<file path="src/gpio_link_consts.svh">
// bit timing, credit depths and command codes shared by the serial GPIO link and its bench
`ifndef GPIO_LINK_CONSTS_SVH
`define GPIO_LINK_CONSTS_SVH

// short bit period in clock cycles for simulation
`define BIT_DIV 16

// queue depths, which are also the initial credit counts
`define CMD_CREDITS 2
`define RESP_CREDITS 2

// command bytes from the host
`define OP_WR_LED 8'h4C
`define OP_RD_LED 8'h52
`define OP_RD_SW 8'h53

// fixed answers
`define RSP_ACK 8'h4B
`define RSP_BAD 8'h3F

// command kinds carried from decode to execute
`define KIND_WR_LED 2'd0
`define KIND_RD_LED 2'd1
`define KIND_RD_SW 2'd2
`define KIND_BAD 2'd3

`endif

</file>
<file path="src/gpio_link_pkg.sv">
// shared types of the serial GPIO link, imported by every RTL module and the testbench
package gpio_link_pkg;

  // ==========================================================================
  // payload vectors
  // ==========================================================================
  typedef logic [7:0] byte_t;
  typedef logic [7:0] led_t;
  typedef logic [3:0] sw_t;

  // decoded command kind as numbered by the KIND_ macros
  typedef logic [1:0] op_t;

  // ==========================================================================
  // state machines
  // ==========================================================================
  typedef enum logic [1:0] {
    RX_IDLE,
    RX_START,
    RX_DATA,
    RX_STOP
  } rx_state_e;

  typedef enum logic {
    DEC_OPCODE,
    DEC_OPERAND
  } dec_state_e;

  typedef enum logic [1:0] {
    TX_IDLE,
    TX_START,
    TX_DATA,
    TX_STOP
  } tx_state_e;

endpackage

</file>
<file path="src/uart_rx.sv">
// 8N1 serial receiver that strobes one byte per good frame into the command decoder
`timescale 1ns/100ps
`include "gpio_link_consts.svh"

module uart_rx
  import gpio_link_pkg::*;
(
  input  logic  clk,
  input  logic  i_arst_n,
  input  logic  i_rx,
  output byte_t o_rx_byte,
  output logic  o_rx_valid
);

  localparam int DIV_W = $clog2(`BIT_DIV);
  localparam logic [DIV_W-1:0] HALF_BIT = DIV_W'(`BIT_DIV / 2 - 1);
  localparam logic [DIV_W-1:0] FULL_BIT = DIV_W'(`BIT_DIV - 1);

  logic             rx_meta;
  logic             rx_sync;
  rx_state_e        state_q;
  logic [DIV_W-1:0] div_cnt;
  logic [2:0]       bit_idx;
  byte_t            shift_q;

  // line idles high, so the synchronizer resets to one
  always_ff @(posedge clk or negedge i_arst_n) begin
    if (!i_arst_n) begin
      rx_meta <= 1'b1;
      rx_sync <= 1'b1;
    end else begin
      rx_meta <= i_rx;
      rx_sync <= rx_meta;
    end
  end

  always_ff @(posedge clk or negedge i_arst_n) begin
    if (!i_arst_n) begin
      state_q    <= RX_IDLE;
      div_cnt    <= '0;
      bit_idx    <= '0;
      o_rx_valid <= 1'b0;
    end else begin
      o_rx_valid <= 1'b0;
      case (state_q)
        RX_IDLE: begin
          div_cnt <= '0;
          if (!rx_sync) begin
            state_q <= RX_START;
          end
        end
        RX_START: begin
          if (div_cnt == HALF_BIT) begin
            div_cnt <= '0;
            bit_idx <= '0;
            // a start bit gone high by mid-bit was a glitch
            state_q <= rx_sync ? RX_IDLE : RX_DATA;
          end else begin
            div_cnt <= div_cnt + 1'b1;
          end
        end
        RX_DATA: begin
          if (div_cnt == FULL_BIT) begin
            div_cnt <= '0;
            bit_idx <= bit_idx + 1'b1;
            if (bit_idx == 3'd7) begin
              state_q <= RX_STOP;
            end
          end else begin
            div_cnt <= div_cnt + 1'b1;
          end
        end
        default: begin
          if (div_cnt == FULL_BIT) begin
            // low stop bit drops the byte
            o_rx_valid <= rx_sync;
            state_q    <= RX_IDLE;
          end else begin
            div_cnt <= div_cnt + 1'b1;
          end
        end
      endcase
    end
  end

  // lsb first, sampled at bit centers
  always_ff @(posedge clk) begin
    if (state_q == RX_DATA && div_cnt == FULL_BIT) begin
      shift_q <= {rx_sync, shift_q[7:1]};
    end
  end

  assign o_rx_byte = shift_q;

endmodule

</file>
<file path="src/cmd_decode.sv">
// decode stage that turns received bytes into commands and issues them to execute on credit
`timescale 1ns/100ps
`include "gpio_link_consts.svh"

module cmd_decode
  import gpio_link_pkg::*;
(
  input  logic  clk,
  input  logic  i_arst_n,
  input  byte_t i_rx_byte,
  input  logic  i_rx_valid,
  input  logic  i_cmd_credit,
  output logic  o_cmd_valid,
  output op_t   o_cmd_op,
  output led_t  o_cmd_data
);

  localparam int CW = $clog2(`CMD_CREDITS + 1);
  localparam logic [CW-1:0] CRED_FULL = CW'(`CMD_CREDITS);

  dec_state_e    state_q;
  logic [CW-1:0] cred_q;
  logic          complete;
  logic          issue;
  op_t           kind;

  // classify the byte and see whether it closes a command
  always_comb begin
    kind     = `KIND_BAD;
    complete = 1'b0;
    if (i_rx_valid) begin
      if (state_q == DEC_OPERAND) begin
        kind     = `KIND_WR_LED;
        complete = 1'b1;
      end else begin
        case (i_rx_byte)
          `OP_WR_LED: complete = 1'b0;
          `OP_RD_LED: begin
            kind     = `KIND_RD_LED;
            complete = 1'b1;
          end
          `OP_RD_SW: begin
            kind     = `KIND_RD_SW;
            complete = 1'b1;
          end
          default: complete = 1'b1;
        endcase
      end
    end
  end

  assign issue = complete && (cred_q != '0);

  always_ff @(posedge clk or negedge i_arst_n) begin
    if (!i_arst_n) begin
      state_q     <= DEC_OPCODE;
      cred_q      <= CRED_FULL;
      o_cmd_valid <= 1'b0;
    end else begin
      o_cmd_valid <= issue;
      if (i_rx_valid) begin
        // the byte after a write opcode is always data
        if (state_q == DEC_OPERAND) begin
          state_q <= DEC_OPCODE;
        end else if (i_rx_byte == `OP_WR_LED) begin
          state_q <= DEC_OPERAND;
        end
      end
      case ({issue, i_cmd_credit})
        2'b10:   cred_q <= cred_q - 1'b1;
        2'b01:   cred_q <= cred_q + 1'b1;
        default: cred_q <= cred_q;
      endcase
    end
  end

  always_ff @(posedge clk) begin
    if (issue) begin
      o_cmd_op   <= kind;
      o_cmd_data <= i_rx_byte;
    end
  end

  // the serial line cannot be held off, so a finished command must find a credit
  a_no_drop: assert property (@(posedge clk) disable iff (!i_arst_n)
    complete |-> cred_q != '0)
    else $error("cmd_decode: command dropped for lack of credit");

  // execute never returns more credits than were spent
  a_cred_bound: assert property (@(posedge clk) disable iff (!i_arst_n)
    i_cmd_credit |-> cred_q != CRED_FULL)
    else $error("cmd_decode: credit returned with counter full");

endmodule

</file>
<file path="src/gpio_exec.sv">
// execute stage holding the LED register, the switch synchronizer and the command queue
`timescale 1ns/100ps
`include "gpio_link_consts.svh"

module gpio_exec
  import gpio_link_pkg::*;
(
  input  logic  clk,
  input  logic  i_arst_n,
  input  logic  i_cmd_valid,
  input  op_t   i_cmd_op,
  input  led_t  i_cmd_data,
  input  sw_t   i_sw,
  input  logic  i_rsp_credit,
  output logic  o_cmd_credit,
  output logic  o_rsp_valid,
  output byte_t o_rsp_byte,
  output led_t  o_led
);

  localparam int QA_W = (`CMD_CREDITS > 1) ? $clog2(`CMD_CREDITS) : 1;
  localparam int QC_W = $clog2(`CMD_CREDITS + 1);
  localparam int RC_W = $clog2(`RESP_CREDITS + 1);
  localparam logic [QA_W-1:0] Q_LAST = QA_W'(`CMD_CREDITS - 1);
  localparam logic [QC_W-1:0] Q_FULL = QC_W'(`CMD_CREDITS);

  op_t             op_mem   [`CMD_CREDITS];
  led_t            data_mem [`CMD_CREDITS];
  logic [QA_W-1:0] wr_ptr;
  logic [QA_W-1:0] rd_ptr;
  logic [QC_W-1:0] q_cnt;
  logic [RC_W-1:0] rsp_cred;
  sw_t             sw_meta;
  sw_t             sw_sync;
  led_t            led_q;
  logic            pop;
  byte_t           result;

  // execute only when the result stage has room
  assign pop = (q_cnt != '0) && (rsp_cred != '0);

  always_comb begin
    case (op_mem[rd_ptr])
      `KIND_WR_LED: result = `RSP_ACK;
      `KIND_RD_LED: result = led_q;
      `KIND_RD_SW:  result = {4'h0, sw_sync};
      default:      result = `RSP_BAD;
    endcase
  end

  always_ff @(posedge clk) begin
    if (i_cmd_valid) begin
      op_mem[wr_ptr]   <= i_cmd_op;
      data_mem[wr_ptr] <= i_cmd_data;
    end
    if (pop) begin
      o_rsp_byte <= result;
    end
  end

  always_ff @(posedge clk or negedge i_arst_n) begin
    if (!i_arst_n) begin
      wr_ptr       <= '0;
      rd_ptr       <= '0;
      q_cnt        <= '0;
      rsp_cred     <= RC_W'(`RESP_CREDITS);
      sw_meta      <= '0;
      sw_sync      <= '0;
      led_q        <= '0;
      o_cmd_credit <= 1'b0;
      o_rsp_valid  <= 1'b0;
    end else begin
      sw_meta      <= i_sw;
      sw_sync      <= sw_meta;
      o_cmd_credit <= pop;
      o_rsp_valid  <= pop;
      if (i_cmd_valid) begin
        wr_ptr <= (wr_ptr == Q_LAST) ? '0 : wr_ptr + 1'b1;
      end
      if (pop) begin
        rd_ptr <= (rd_ptr == Q_LAST) ? '0 : rd_ptr + 1'b1;
        if (op_mem[rd_ptr] == `KIND_WR_LED) begin
          led_q <= data_mem[rd_ptr];
        end
      end
      case ({i_cmd_valid, pop})
        2'b10:   q_cnt <= q_cnt + 1'b1;
        2'b01:   q_cnt <= q_cnt - 1'b1;
        default: q_cnt <= q_cnt;
      endcase
      case ({pop, i_rsp_credit})
        2'b10:   rsp_cred <= rsp_cred - 1'b1;
        2'b01:   rsp_cred <= rsp_cred + 1'b1;
        default: rsp_cred <= rsp_cred;
      endcase
    end
  end

  assign o_led = led_q;

  // decode's credit count must keep it off a full queue
  a_q_overflow: assert property (@(posedge clk) disable iff (!i_arst_n)
    i_cmd_valid |-> q_cnt != Q_FULL)
    else $error("gpio_exec: command pushed into full queue");

endmodule

</file>
<file path="src/resp_tx.sv">
// result stage that buffers response bytes and sends them out as 8N1 frames
`timescale 1ns/100ps
`include "gpio_link_consts.svh"

module resp_tx
  import gpio_link_pkg::*;
(
  input  logic  clk,
  input  logic  i_arst_n,
  input  logic  i_rsp_valid,
  input  byte_t i_rsp_byte,
  output logic  o_rsp_credit,
  output logic  o_tx
);

  localparam int BA_W = (`RESP_CREDITS > 1) ? $clog2(`RESP_CREDITS) : 1;
  localparam int BC_W = $clog2(`RESP_CREDITS + 1);
  localparam int DIV_W = $clog2(`BIT_DIV);
  localparam logic [BA_W-1:0] B_LAST = BA_W'(`RESP_CREDITS - 1);
  localparam logic [BC_W-1:0] B_FULL = BC_W'(`RESP_CREDITS);
  localparam logic [DIV_W-1:0] FULL_BIT = DIV_W'(`BIT_DIV - 1);

  byte_t            buf_mem [`RESP_CREDITS];
  logic [BA_W-1:0]  wr_ptr;
  logic [BA_W-1:0]  rd_ptr;
  logic [BC_W-1:0]  buf_cnt;
  tx_state_e        state_q;
  logic [DIV_W-1:0] div_cnt;
  logic [2:0]       bit_idx;
  byte_t            shift_q;
  logic             bit_end;
  logic             load;

  assign bit_end = (div_cnt == FULL_BIT);

  // next frame may follow the stop bit directly
  assign load = (buf_cnt != '0) &&
                ((state_q == TX_IDLE) || (state_q == TX_STOP && bit_end));

  // ==========================================================================
  // response buffer
  // ==========================================================================
  always_ff @(posedge clk) begin
    if (i_rsp_valid) begin
      buf_mem[wr_ptr] <= i_rsp_byte;
    end
    if (load) begin
      shift_q <= buf_mem[rd_ptr];
    end
  end

  always_ff @(posedge clk or negedge i_arst_n) begin
    if (!i_arst_n) begin
      wr_ptr  <= '0;
      rd_ptr  <= '0;
      buf_cnt <= '0;
    end else begin
      if (i_rsp_valid) begin
        wr_ptr <= (wr_ptr == B_LAST) ? '0 : wr_ptr + 1'b1;
      end
      if (load) begin
        rd_ptr <= (rd_ptr == B_LAST) ? '0 : rd_ptr + 1'b1;
      end
      case ({i_rsp_valid, load})
        2'b10:   buf_cnt <= buf_cnt + 1'b1;
        2'b01:   buf_cnt <= buf_cnt - 1'b1;
        default: buf_cnt <= buf_cnt;
      endcase
    end
  end

  // ==========================================================================
  // frame shifter
  // ==========================================================================
  always_ff @(posedge clk or negedge i_arst_n) begin
    if (!i_arst_n) begin
      state_q      <= TX_IDLE;
      div_cnt      <= '0;
      bit_idx      <= '0;
      o_tx         <= 1'b1;
      o_rsp_credit <= 1'b0;
    end else begin
      o_rsp_credit <= load;
      if (load) begin
        state_q <= TX_START;
        div_cnt <= '0;
        o_tx    <= 1'b0;
      end else begin
        case (state_q)
          TX_IDLE: begin
            div_cnt <= '0;
            o_tx    <= 1'b1;
          end
          TX_START: begin
            div_cnt <= bit_end ? '0 : div_cnt + 1'b1;
            if (bit_end) begin
              state_q <= TX_DATA;
              bit_idx <= '0;
              o_tx    <= shift_q[0];
            end
          end
          TX_DATA: begin
            div_cnt <= bit_end ? '0 : div_cnt + 1'b1;
            if (bit_end) begin
              if (bit_idx == 3'd7) begin
                state_q <= TX_STOP;
                o_tx    <= 1'b1;
              end else begin
                bit_idx <= bit_idx + 1'b1;
                o_tx    <= shift_q[bit_idx + 3'd1];
              end
            end
          end
          default: begin
            div_cnt <= bit_end ? '0 : div_cnt + 1'b1;
            if (bit_end) begin
              state_q <= TX_IDLE;
            end
          end
        endcase
      end
    end
  end

  // execute holds a result credit for every byte it sends here
  a_buf_overflow: assert property (@(posedge clk) disable iff (!i_arst_n)
    i_rsp_valid |-> buf_cnt != B_FULL)
    else $error("resp_tx: response pushed into full buffer");

endmodule

</file>
<file path="src/gpio_link_top.sv">
// top level of the serial GPIO link that chains the receiver, decode, execute and result stages
`timescale 1ns/100ps

module gpio_link_top
  import gpio_link_pkg::*;
(
  input  logic clk,
  input  logic i_arst_n,
  input  logic i_rx,
  input  sw_t  i_sw,
  output logic o_tx,
  output led_t o_led
);

  byte_t rx_byte;
  logic  rx_valid;
  logic  cmd_valid;
  op_t   cmd_op;
  led_t  cmd_data;
  logic  cmd_credit;
  logic  rsp_valid;
  byte_t rsp_byte;
  logic  rsp_credit;

  uart_rx u_rx (
    .clk        (clk),
    .i_arst_n   (i_arst_n),
    .i_rx       (i_rx),
    .o_rx_byte  (rx_byte),
    .o_rx_valid (rx_valid)
  );

  cmd_decode u_dec (
    .clk          (clk),
    .i_arst_n     (i_arst_n),
    .i_rx_byte    (rx_byte),
    .i_rx_valid   (rx_valid),
    .i_cmd_credit (cmd_credit),
    .o_cmd_valid  (cmd_valid),
    .o_cmd_op     (cmd_op),
    .o_cmd_data   (cmd_data)
  );

  gpio_exec u_exec (
    .clk          (clk),
    .i_arst_n     (i_arst_n),
    .i_cmd_valid  (cmd_valid),
    .i_cmd_op     (cmd_op),
    .i_cmd_data   (cmd_data),
    .i_sw         (i_sw),
    .i_rsp_credit (rsp_credit),
    .o_cmd_credit (cmd_credit),
    .o_rsp_valid  (rsp_valid),
    .o_rsp_byte   (rsp_byte),
    .o_led        (o_led)
  );

  resp_tx u_tx (
    .clk          (clk),
    .i_arst_n     (i_arst_n),
    .i_rsp_valid  (rsp_valid),
    .i_rsp_byte   (rsp_byte),
    .o_rsp_credit (rsp_credit),
    .o_tx         (o_tx)
  );

endmodule

</file>
<file path="config.mk">
export PLATFORM = sky130hd
export DESIGN_NAME = gpio_link_top
export DESIGN_NICKNAME = d
export VERILOG_FILES = /design/src/gpio_link_pkg.sv /design/src/uart_rx.sv /design/src/cmd_decode.sv /design/src/gpio_exec.sv /design/src/resp_tx.sv /design/src/gpio_link_top.sv
export VERILOG_INCLUDE_DIRS = /design/src /design/src/src
export SDC_FILE = /design/constraint.sdc
export NUM_CORES = 1
export LEC_CHECK = 0
export ABC_CLOCK_PERIOD_IN_PS = 3800
export BUFFER_PORTS_ARGS = -buffer_cell sky130_fd_sc_hd__buf_2
export CORE_ASPECT_RATIO = 1.4
export CORE_MARGIN = 5
export CORE_UTILIZATION = 55
export CTS_CLUSTER_SIZE = 14
export DETAILED_ROUTE_END_ITERATION = 10
export PLACE_DENSITY = 0.71
export SYNTH_ARGS = -nofsm -noshare
export SYNTH_HDL_FRONTEND = slang
export SYNTH_SLANG_ARGS = --single-unit
</file>
<file path="constraint.sdc">
create_clock -name clk -period 3.8 [get_ports clk]
set_clock_uncertainty 0.2 [all_clocks]
set_input_delay 0.76 -clock clk [delete_from_list [all_inputs] [get_ports clk]]
set_output_delay 0.76 -clock clk [all_outputs]
set_load 0.005 [all_outputs]
</file>
==> Word-level counts from Yosys, hierarchy flattened <==
Memories as Yosys holds them, arrays and structs flattened. A register that Yosys moved wholly into a read port is not among the register bits.
Cells that the tools add are included.
{ "totals": {"ff_bits": 72, "ramBits": 36, "in_bits": 7, "out_inout_bits": 9, "elab_cells": 170, "memories": 3} }
{ "mem_list": {"columns": ["memory", "words", "word_bits", "rd", "rd_ports_with_merged_regs", "wr", "line_no", "text"], "rows": [
  ["u_exec.data_mem", 2, 8, 1, 1, 1, "gpio_exec.sv:28", "led_t data_mem [`CMD_CREDITS];"],
  ["u_tx.buf_mem", 2, 8, 1, 1, 1, "resp_tx.sv:23", "byte_t buf_mem [`RESP_CREDITS];"],
  ["u_exec.op_mem", 2, 2, 1, 0, 1, "gpio_exec.sv:27", "op_t op_mem [`CMD_CREDITS];"]
]} }
{ "classes": {"add_sub_neg": 16, "magnitude_cmp": 1, "eq_ne": 35, "n_mux": 56, "bitwise_logic": 1, "reduce_logical": 30} }
{ "op_table": {"columns": ["op", "count"], "rows": [
  ["8-bit by 7-bit equality test with 1-bit output, second input constant", 3],
  ["2-bit two-way mux", 12],
  ["4-bit two-way mux", 6],
  ["8-bit one-hot mux with 3 select lines", 1],
  ["2-bit nonzero test", 11],
  ["1-bit two-way mux", 20],
  ["2-bit one-hot mux with 2 select lines", 5],
  ["2-bit equality test, second input constant", 8],
  ["3-bit two-way mux", 5],
  ["2-bit by 1-bit equality test with 1-bit output, second input constant", 7],
  ["2-bit by 1-bit inequality test with 1-bit output, second input constant", 6],
  ["2-bit one-hot mux with 3 select lines", 2],
  ["3-bit one-hot mux with 2 select lines", 2],
  ["4-bit one-hot mux with 3 select lines", 1],
  ["5-bit AND reduction", 2],
  ["3-bit by 1-bit inequality test with 1-bit output, second input constant", 3],
  ["3-bit AND reduction", 3],
  ["2-bit by 1-bit adder with 2-bit output, second input constant", 4],
  ["4-bit by 1-bit adder with 4-bit output, second input constant", 2],
  ["4-bit equality test, second input constant", 2],
  ["2-bit by 1-bit subtractor with 2-bit output, second input constant", 4],
  ["3-bit by 1-bit adder with 3-bit output, second input constant", 2],
  ["3-bit equality test, second input constant", 2],
  ["2-bit zero test", 3],
  ["other kinds (15)", 23]
]} }

==> Logic depth before layout (Yosys ltp) <==
Gate-level depths: netlist of the first run.
{ "logic_depth": {"ltp_word": 7, "depth_mapped": 9, "depth_no_buf": 8} }

==> Hierarchy <==
From an unflattened synthesis of the first run, not the netlist that was laid out.
{ "hier_totals": {"hier_cells": 333, "area_unflattened_um2": 5123.7} }
{ "by_module_without_submodules": {"columns": ["module", "n_inst", "cells_each", "area_each_um2", "seq_area_each_um2"], "rows": [
  ["gpio_exec", 1, 110, 1954.4, 1417.6],
  ["resp_tx", 1, 113, 1712.9, 1097.3],
  ["uart_rx", 1, 78, 912.1, 543.0],
  ["cmd_decode", 1, 32, 544.3, 401.6]
]} }

==> Least setup slack after synthesis of the first run <==
No wires, ideal clock.
{ "synth_timing": {"path_type": "register -> register", "from": "register u_tx.state_q[0]", "to": "register u_tx.bit_idx[0]", "setup_ps": 125, "arrival_ps": 1805, "required_time_ps": 3475, "setup_slack_ps": 1670, "stages_incl_launch_ff": 8, "n_path_buf": 1, "period_less_slack_ps": 2130, "path_cell_list": "dfrtp_1 inv_1 ha_1 clkbuf_1 o21ai_0 o21ai_2 nand3b_1 mux2_2"} }
{ "synth_via": {"elab_chain_cells": 6, "elab_cells_between_ends": 14, "classes_between": "eq/ne: 6; mux: 1; bitwise: 1; reduce/logical: 6"} }
{ "synth_lines": {"columns": ["element", "line_no", "text"], "rows": [
  ["start, declared", "resp_tx.sv:27", "tx_state_e state_q;"],
  ["start signal, assigned", "resp_tx.sv:77", "state_q <= TX_IDLE;"],
  ["start signal, assigned", "resp_tx.sv:85", "state_q <= TX_START;"],
  ["start signal, assigned", "resp_tx.sv:97", "state_q <= TX_DATA;"],
  ["2-bit equality test", "resp_tx.sv:38", "((state_q == TX_IDLE) || (state_q == TX_STOP && bit_end));"],
  ["1-bit logical AND", "resp_tx.sv:38", null],
  ["1-bit logical OR (*)", "resp_tx.sv:38", null],
  ["1-bit logical AND (*)", "resp_tx.sv:37", "assign load = (buf_cnt != '0) &&"],
  ["named net u_tx.load", "resp_tx.sv:32", "logic load;"],
  ["1-bit inverter (no source line) (*)", null, null],
  ["5-bit AND reduction (no source line) (*)", null, null],
  ["end signal, assigned", "resp_tx.sv:109", "bit_idx <= bit_idx + 1'b1;"],
  ["end, declared", "resp_tx.sv:29", "logic [2:0] bit_idx;"]
]} }
The timed path passes the listed nets; every way through them passes the cells marked *.
A chain may end at the register's enable or synchronous reset.

==> Worst setup path in the final report of the first run <==
{ "layout_timing": {"from": "register u_tx.div_cnt[0]", "to": "register u_tx.buf_cnt[1]"} }
{ "layout_via": {"elab_chain_cells": 6, "elab_cells_between_ends": 8, "classes_between": "eq/ne: 3; mux: 1; reduce/logical: 4"} }
{ "layout_lines": {"columns": ["element", "line_no", "text"], "rows": [
  ["start, declared", "resp_tx.sv:28", "logic [DIV_W-1:0] div_cnt;"],
  ["start signal, assigned", "resp_tx.sv:95", "div_cnt <= bit_end ? '0 : div_cnt + 1'b1;"],
  ["start signal, assigned", "resp_tx.sv:103", "div_cnt <= bit_end ? '0 : div_cnt + 1'b1;"],
  ["start signal, assigned", "resp_tx.sv:115", "div_cnt <= bit_end ? '0 : div_cnt + 1'b1;"],
  ["4-bit equality test (*)", "resp_tx.sv:34", "assign bit_end = (div_cnt == FULL_BIT);"],
  ["1-bit logical AND (*)", "resp_tx.sv:38", null],
  ["1-bit logical OR (*)", "resp_tx.sv:38", null],
  ["1-bit logical AND (*)", "resp_tx.sv:37", null],
  ["named net u_tx.load", "resp_tx.sv:32", null],
  ["2-bit by 1-bit equality test with 1-bit output or 2-bit equality test (tied branches)", "resp_tx.sv:64", "case ({i_rsp_valid, load})"],
  ["2-bit one-hot mux with 2 select lines or 2-bit nonzero test (tied branches)", null, null],
  ["end signal, assigned", "resp_tx.sv:65", "2'b10: buf_cnt <= buf_cnt + 1'b1;"],
  ["end signal, assigned", "resp_tx.sv:66", "2'b01: buf_cnt <= buf_cnt - 1'b1;"],
  ["end signal, assigned", "resp_tx.sv:67", "default: buf_cnt <= buf_cnt;"],
  ["end, declared", "resp_tx.sv:26", "logic [BC_W-1:0] buf_cnt;"]
]} }
Marked as above.

==> out/qor.csv, run 1 <==
stage,metric,value,unit
sta,Worst-Margin Slew,0.819,ns
power,pwr dens,560,mW/mm^2
place,PortBufs,15,
route,drt pass-1 iters,5,
hold_path,Worst Hold Launch,u_exec.sw_meta[2]$_DFF_PN0_,
synthesis,post-synthesis instance total,336,
finish,"commonest non-fill, non-tap cells in the layout","edfxtp_1, dfrtp_1, nor2_1",
power,clock power share,48.0,%
setup_path,Most Frequent Cell on Critical Path,ha_1,
clock_network,CTS sink count,124,
outcome,status,"finished, final reports clean",
global_routing,first-pass GRT wire length,13000,um
synthesis,Most used DFF post-synth,edfxtp_1,
synthesis,mapped cell area,0.00497,mm^2
finish,"commonest non-fill, non-tap cell in the layout",edfxtp_1,
synthesis,area fraction of the dominant cell type after synthesis,42.3,%
hold_path,Hold EP,u_exec.sw_sync[2]$_DFF_PN0_,
sta,fmax,416,MHz
route,DR DRC count,0,
clock_network,CTS Buf Count,17,
global_routing,GRT overflow,0,
sta,"Slew Viols, Final",0,
floorplanning,die area,0.0111,mm^2
synthesis,"EDFF count, synth",70,
clock_network,CTS tree,built,
finish,Area growth syn-to-layout,15.7,%
power,Comb pwr share,6.2,%
sta,setup total negative slack,0,ns
setup_path,"Max FO, Critical Path",15,
floorplanning,initial core utilization,55.7,%
finish,layout cells sized above 1,18.3,%
route,total number of vias,2603,
floorplanning,core area,0.00893,mm^2
global_routing,All-Layer GR Usage,15.4,%
finish,Final nets,392,
power,Switch Pwr,716,uW
sta,slew margin rel.,45.2,%
setup_path,worst flop-to-flop path startpoint,u_tx.div_cnt[0]$_DFF_PN0_,
clock_network,cells resized by post-CTS repair,0,
finish,multi-input logic area,0.00142,mm^2
floorplanning,Die X,90.3,um
setup_path,critical path class,reg2reg,
power,switch share,22.2,%
place,DP Wirelength,5350,um
setup_path,Top delay family on crit path,compound AO/OA/AOI/OAI gates,
sta,Fin. Hold Viols,0,
setup_path,crit path max-delay cell type,o21ai_2,
setup_path,crit-path cells,ha_1 > nand3_2 > o21ai_2 > ha_1 > nor2_1 > xor2_1,
sta,fin crit period,2.41,ns
clock_network,"CTS clk-pin slew, worst paths",0.05,ns
finish,Reg area,0.00346,mm^2
setup_path,CP bufs+invs,0,
setup_path,Required @ worst endpoint,3.93,ns
global_routing,largest net degree at the start of global routing,48,
synthesis,synth unique cells,47,
setup_path,CP max stage delay,0.65,ns
setup_path,CP startpoint kind,flop,
synthesis,Synth Net Count,363,
power,Seq pwr share,45.8,%
clock_network,"Clk Latency, worst-skew pair",0.41,ns
sta,setup violators final,0,
finish,layout filler cell count,646,
hold_path,Worst Hold Class,reg2reg,
floorplanning,Die H,122,um
synthesis,post-synth top area cell,edfxtp_1,
clock_network,clk buf depth,2,
sta,RSZ-0062 raised after global routing,no,
sta,final worst-path cycle share,63.3,%
route,DR vias/cell,5.37,
finish,n_diodes,0,
clock_network,Root Buffer,clkbuf_16,
setup_path,reg2reg path depth,6,
run,MaxCap Viol Count,0,
route,Total Routed Length,7630,um
sta,setup ws final,1.39,ns
setup_path,Worst R2R End,u_tx.buf_cnt[1]$_DFFE_PN0P_,
synthesis,Yosys reg bits,124,
route,Wirelength per Cell,15.7,um
synthesis,Syn. warnings,0,
power,peak supply drop,399,uV
synthesis,mean post-synth cell area,14.8,um^2
floorplanning,row cnt,41,
global_routing,vias in the first global route,2735,
place,DP Worst Slack,1.37,ns
setup_path,Worst R2R Setup Slack,1.39,ns
setup_path,Setup crit end kind,flop,
synthesis,ys async rst share,43.5,%
synthesis,Synth area leaders,"edfxtp_1, dfrtp_1, ha_1",
route,Final ANT Viol Nets,0,
floorplanning,# IOs,16,
clock_network,H-tree depth,4,
setup_path,Critical Path AT,2.53,ns
power,Internal Power,2.51,mW
synthesis,sequential share of the synthesized area,69.6,%
global_routing,initial antenna violation count,0,
hold_path,Hold Path Depth,0,
place,placer's final routability congestion estimate,0.786,
power,leak pwr,2.42,nW
route,Initial DRC Count,158,
==> worst max path at each step <==
stage	cells past startpoint	to	start
2_1_floorplan	7	u_tx.bit_idx[0]$_DFFE_PN0P_	u_tx.state_q[0]$_DFFE_PN0P_
3_3_place_gp	6	u_tx.buf_cnt[1]$_DFFE_PN0P_	u_tx.div_cnt[0]$_DFF_PN0_
6_report	6	u_tx.buf_cnt[1]$_DFFE_PN0P_	u_tx.div_cnt[0]$_DFF_PN0_
5_1_grt	6	u_tx.buf_cnt[1]$_DFFE_PN0P_	u_tx.div_cnt[0]$_DFF_PN0_
3_5_place_dp	6	u_tx.buf_cnt[1]$_DFFE_PN0P_	u_tx.div_cnt[0]$_DFF_PN0_
4_1_cts	6	u_tx.buf_cnt[1]$_DFFE_PN0P_	u_tx.div_cnt[0]$_DFF_PN0_
==> synthesized netlist by cell type (3+ instances only) <==
cell type / instances
edfxtp_1: 70
xor2_1: 10
nor3_1: 3
ha_1: 20
a21oi_1: 11
mux2_2: 11
mux2i_1: 20
nor2_1: 34
nand2_1: 13
nor3b_1: 4
nand3b_1: 3
inv_1: 15
dfstp_2: 5
o22a_1: 3
xnor2_1: 8
nand3_1: 3
clkbuf_1: 3
o21ai_0: 15
nand2b_1: 3
dfrtp_1: 49
==> layout make-up <==
type                            instances  area share (%)
Clock inverter                         12            1.94
Timing Repair Buffer                   17            1.61
Inverter                               15           0.979
Multi-Input combinational cell        190            24.7
Tap cell                              107            2.33
Clock buffer                           20            8.33
Sequential cell                       124            60.2
==> power by group through the flow <==
| stage | Clock [mW] | Sequential, mW | Combinational (mW) |
|---|---|---|---|
| finish | 1.55 | 1.48 | 0.200 |
| CTS | 1.58 | 1.48 | 0.202 |
| global placement | 0 | 1.50 | 0.188 |
| global route | 1.65 | 1.48 | 0.238 |
| floorplan | 0 | 1.49 | 0.151 |
| detailed placement | 0 | 1.50 | 0.200 |
==> per-stage QoR <==
step	util [%]	hold slack [ns]	std cells	instance area, um^2	power, mW
after global placement	57.7	0.137	452	5150	1.69
after CTS	64.4	0.150	485	5750	3.25
after detailed placement	57.7	0.135	452	5150	1.70
after floorplan	-	0.131	336	4970	1.64
final	64.4	0.149	485	5750	3.22
after global routing	64.4	0.158	485	5750	3.36
==> flip-flops by register name, summed over array words and instances (netlist names), 3 cells and up <==
signal and cells:
u_exec.op_mem 4, u_dec.o_cmd_data 8, u_rx.o_rx_byte 8, u_rx.bit_idx 3, u_exec.sw_sync 4, u_exec.o_rsp_byte 8, u_exec.data_mem 16, u_tx.div_cnt 4
u_exec.o_led 8, u_exec.sw_meta 4, u_rx.div_cnt 4, u_tx.shift_q 8, u_tx.bit_idx 3, u_tx.buf_mem 16
==> routing by layer <==
layer | global-route usage, % | vias to the layer above | part of all wire (%)
met3 | 5.46 | 12 | 3.4
met5 | 0 | - | 0
met2 | 27.4 | 39 | 57
li1 | - | 1278 | -
met1 | 16.0 | 1274 | 38
met4 | 7.91 | 0 | 1.8
==> timing repair <==
| item | 4_1_cts | 5_1_grt |
|---|---|---|
| hold buffers | 1 | 0 |
| setup buffers | 0 | 0 |
| endpoints found under the hold margin | 6 | 0 |
==> logic make-up (layout without fill, tap and decap cells) <==
| logic type | after synthesis | after routing | share of synthesized area (%) |
|---|---|---|---|
| fa+ha+maj | 20 | 20 | 5.04 |
| xor+xnor | 18 | 18 | 3.17 |
| mux | 32 | 32 | 6.97 |
| flops | 124 | 124 | 69.6 |
| buf+inv | 22 | 64 | 1.86 |
| compound gates | 47 | 47 | 6.14 |
| simple gates | 73 | 73 | 7.20 |
(Power assumes the default switching activity.)
==> run 2: changes to the inputs <==
--- a/config.mk
+++ b/config.mk
@@ -6,7 +6,7 @@
 export SDC_FILE = /design/constraint.sdc
 export NUM_CORES = 1
 export LEC_CHECK = 0
-export ABC_CLOCK_PERIOD_IN_PS = 3800
+export ABC_CLOCK_PERIOD_IN_PS = 2300
 export BUFFER_PORTS_ARGS = -buffer_cell sky130_fd_sc_hd__buf_2
 export CORE_ASPECT_RATIO = 1.4
 export CORE_MARGIN = 5
==> constraint.sdc (replaced) <==
create_clock -name clk -period 2.3 [get_ports clk]
set_clock_uncertainty 0.2 [all_clocks]
set_input_delay 0.46 -clock clk [delete_from_list [all_inputs] [get_ports clk]]
set_output_delay 0.46 -clock clk [all_outputs]
set_load 0.005 [all_outputs]
==> run 2 against run 1 <==
Critical path type unchanged. Global-route usage grew 0.34 points. Non-clock buffer count up 12. Fmax rose by 14%. Register-to-register slack worse by 1.2 ns. Largest power group unchanged. Count of clock-buffer cells in the layout shrank 3. Cell count grew 2.5%. Setup slack lost 1.2 ns. Die area unchanged. Critical endpoint is now u_tx.o_tx$_DFFE_PN1P_. Clock power grew 68%. Core utilization increased by 1.2 points. Combinational power is 71% higher.
==> out/qor.csv, run 2 (synthesis gave the netlist of run 1 again) <==
stage,metric,value,unit,change
outcome,status,"finished, final reports clean",,unchanged
global_routing,first-pass GRT wire length,13400,um,was 13000 um
finish,"commonest non-fill, non-tap cell in the layout",edfxtp_1,,unchanged
route,Total Routed Length,7930,um,was 7630 um
sta,RSZ-0062 raised after global routing,no,,unchanged
finish,top flop regs,"u_exec.data_mem: 16 flops, u_tx.buf_mem: 16 flops",,unchanged
floorplanning,Die H,122,um,unchanged
floorplanning,core area,0.00893,mm^2,unchanged
place,Area after DPL,0.00522,mm^2,was 0.00515 mm^2
sta,fin crit period,2.11,ns,was 2.41 ns
setup_path,Required @ worst endpoint,2.42,ns,was 3.93 ns
route,DR vias/cell,5.37,,about the same
place,placer's final routability congestion estimate,0.766,,was 0.786
finish,n_diodes,0,,unchanged
setup_path,"Max FO, Critical Path",5,,was 15
route,DR DRC count,0,,unchanged
power,leak pwr,2.48,nW,was 2.42 nW
route,Initial DRC Count,152,,was 158
finish,Final nets,404,,was 392
floorplanning,row cnt,41,,unchanged
clock_network,CTS Buf Count,17,,unchanged
route,Final ANT Viol Nets,0,,unchanged
place,DP Wirelength,5440,um,was 5350 um
floorplanning,initial core utilization,55.7,%,unchanged
sta,"Slew Viols, Final",0,,unchanged
hold_path,Hold EP,u_exec.sw_sync[1]$_DFF_PN0_,,was u_exec.sw_sync[2]$_DFF_PN0_
clock_network,"CTS clk-pin slew, worst paths",0.06,ns,was 0.05 ns
global_routing,largest net degree at the start of global routing,55,,was 48
clock_network,"Clk Latency, worst-skew pair",0.41,ns,about the same
run,MaxCap Viol Count,0,,unchanged
finish,"commonest non-fill, non-tap cells in the layout","edfxtp_1, dfrtp_1, nor2_1",,unchanged
floorplanning,die area,0.0111,mm^2,unchanged
setup_path,Worst R2R End,u_tx.o_tx$_DFFE_PN1P_,,was u_tx.buf_cnt[1]$_DFFE_PN0P_
clock_network,CTS sink count,124,,unchanged
setup_path,Worst R2R Setup Slack,0.19,ns,was 1.39 ns
floorplanning,# IOs,16,,unchanged
sta,WHS,0.144,ns,was 0.149 ns
floorplanning,Die X,90.3,um,unchanged
finish,layout cells sized above 1,19.7,%,was 18.3%
finish,layout filler cell count,632,,was 646
power,peak supply drop,663,uV,was 399 uV
sta,Fin. Hold Viols,0,,unchanged
route,Wirelength per Cell,16.0,um,was 15.7 um
route,drt pass-1 iters,4,,was 5
clock_network,H-tree depth,4,,unchanged
setup_path,reg2reg path depth,5,,was 6
finish,fin area,0.00586,mm^2,was 0.00575 mm^2
sta,setup violators final,0,,unchanged
hold_path,Worst Hold Class,reg2reg,,unchanged
global_routing,vias in the first global route,2834,,was 2735
sta,final worst-path cycle share,91.7,%,was 63.3%
clock_network,Root Buffer,clkbuf_16,,unchanged
power,total power,5.38,mW,was 3.22 mW
global_routing,GRT overflow,0,,unchanged
setup_path,worst flop-to-flop path startpoint,u_tx.bit_idx[0]$_DFFE_PN0P_,,was u_tx.div_cnt[0]$_DFF_PN0_
setup_path,Setup crit end kind,flop,,unchanged
clock_network,clk buf depth,2,,unchanged
clock_network,CTS tree,built,,unchanged
sta,Worst-Margin Slew,0.553,ns,was 0.819 ns
route,total number of vias,2670,,was 2603
hold_path,Worst Hold Launch,u_exec.sw_meta[1]$_DFF_PN0_,,was u_exec.sw_meta[2]$_DFF_PN0_
place,PortBufs,15,,unchanged
setup_path,CP startpoint kind,flop,,unchanged
global_routing,initial antenna violation count,0,,unchanged
clock_network,cells resized by post-CTS repair,0,,unchanged
sta,fmax,474,MHz,was 416 MHz
finish,final core utilization,65.7,%,was 64.4%
sta,setup total negative slack,0,ns,unchanged
power,pwr dens,919,mW/mm^2,was 560 mW/mm^2
setup_path,critical path class,reg2reg,,unchanged
global_routing,All-Layer GR Usage,15.8,%,was 15.4%
hold_path,Hold Path Depth,0,,unchanged
sta,slew margin rel.,63.0,%,was 45.2%
setup_path,Critical Path AT,2.23,ns,was 2.53 ns
finish,Area growth syn-to-layout,18.0,%,was 15.7%
## run 2: cell types whose count changed in the layout (fill, tap and decap cells not counted), sizes merged
| cell | before | now |
|---|---|---|
| buf | 16 | 23 |
| dlygate4sd3 | 1 | 6 |
| inv | 17 | 21 |
| clkbuf | 20 | 17 |
| clkinv | 8 | 6 |
| bufinv | 1 | 2 |
## run 2: power by group
group          switching (mW)  total, mW  internal, mW
logic                   0.198      0.343         0.145
registers              0.0500       2.44          2.39
clock network           0.993       2.60          1.61
total                    1.24       5.38          4.14
## run 2: how the worst max path moves through the flow
stage / from / to / slack, ns / cells past startpoint
after floorplan: u_tx.state_q[0]$_DFFE_PN0P_ / u_tx.bit_idx[0]$_DFFE_PN0P_ / 0.17 / 7
after global placement: u_tx.bit_idx[0]$_DFFE_PN0P_ / u_tx.o_tx$_DFFE_PN1P_ / 0.27 / 5
after detailed placement: u_tx.bit_idx[0]$_DFFE_PN0P_ / u_tx.o_tx$_DFFE_PN1P_ / 0.21 / 5
after CTS: u_tx.bit_idx[0]$_DFFE_PN0P_ / u_tx.o_tx$_DFFE_PN1P_ / 0.19 / 5
after global routing: u_rx.state_q[0]$_DFFE_PN0P_ / u_rx.bit_idx[0]$_DFFE_PN0P_ / 0.08 / 6
final: u_tx.bit_idx[0]$_DFFE_PN0P_ / u_tx.o_tx$_DFFE_PN1P_ / 0.19 / 5
## run 2: routing by layer
layer,GRT usage (%),vias up,routed length (um)
met3,4.84,16,211
met4,7.26,0,165
met5,0,-,0
met2,29.0,32,4470
li1,-,1291,-
met1,16.3,1331,3080
## run 2: repair_timing
action | 4_1_cts | 5_1_grt
setup buffers | 0 | 0
endpoints found under the hold margin | 54 | 0
hold buffers | 6 | 0
## run 2: critical path: stages, from the launching register on
cell	delay, ns
dfrtp_1	0.43
ha_1	0.41
mux2i_1	0.16
mux4_2	0.46
nor3b_1	0.16
o32ai_2	0.20
## run 2: per-stage QoR
stage / setup WS, ns / std cells
floorplan: 0.170 / 336
global placement: 0.265 / 459
detailed placement: 0.207 / 459
CTS: 0.187 / 497
global route: 0.0804 / 497
finish: 0.191 / 497
## run 2: area by class of cell
cell class | instances | area [um^2] | share of cell area (%)
inverters | 15 | 56.3 | 0.961
flip-flops and latches | 124 | 3460 | 59.0
well taps | 107 | 134 | 2.28
clock buffers | 17 | 425 | 7.26
clock inverters | 15 | 161 | 2.75
repair buffers | 29 | 208 | 3.54
multi-input cells | 190 | 1420 | 24.2
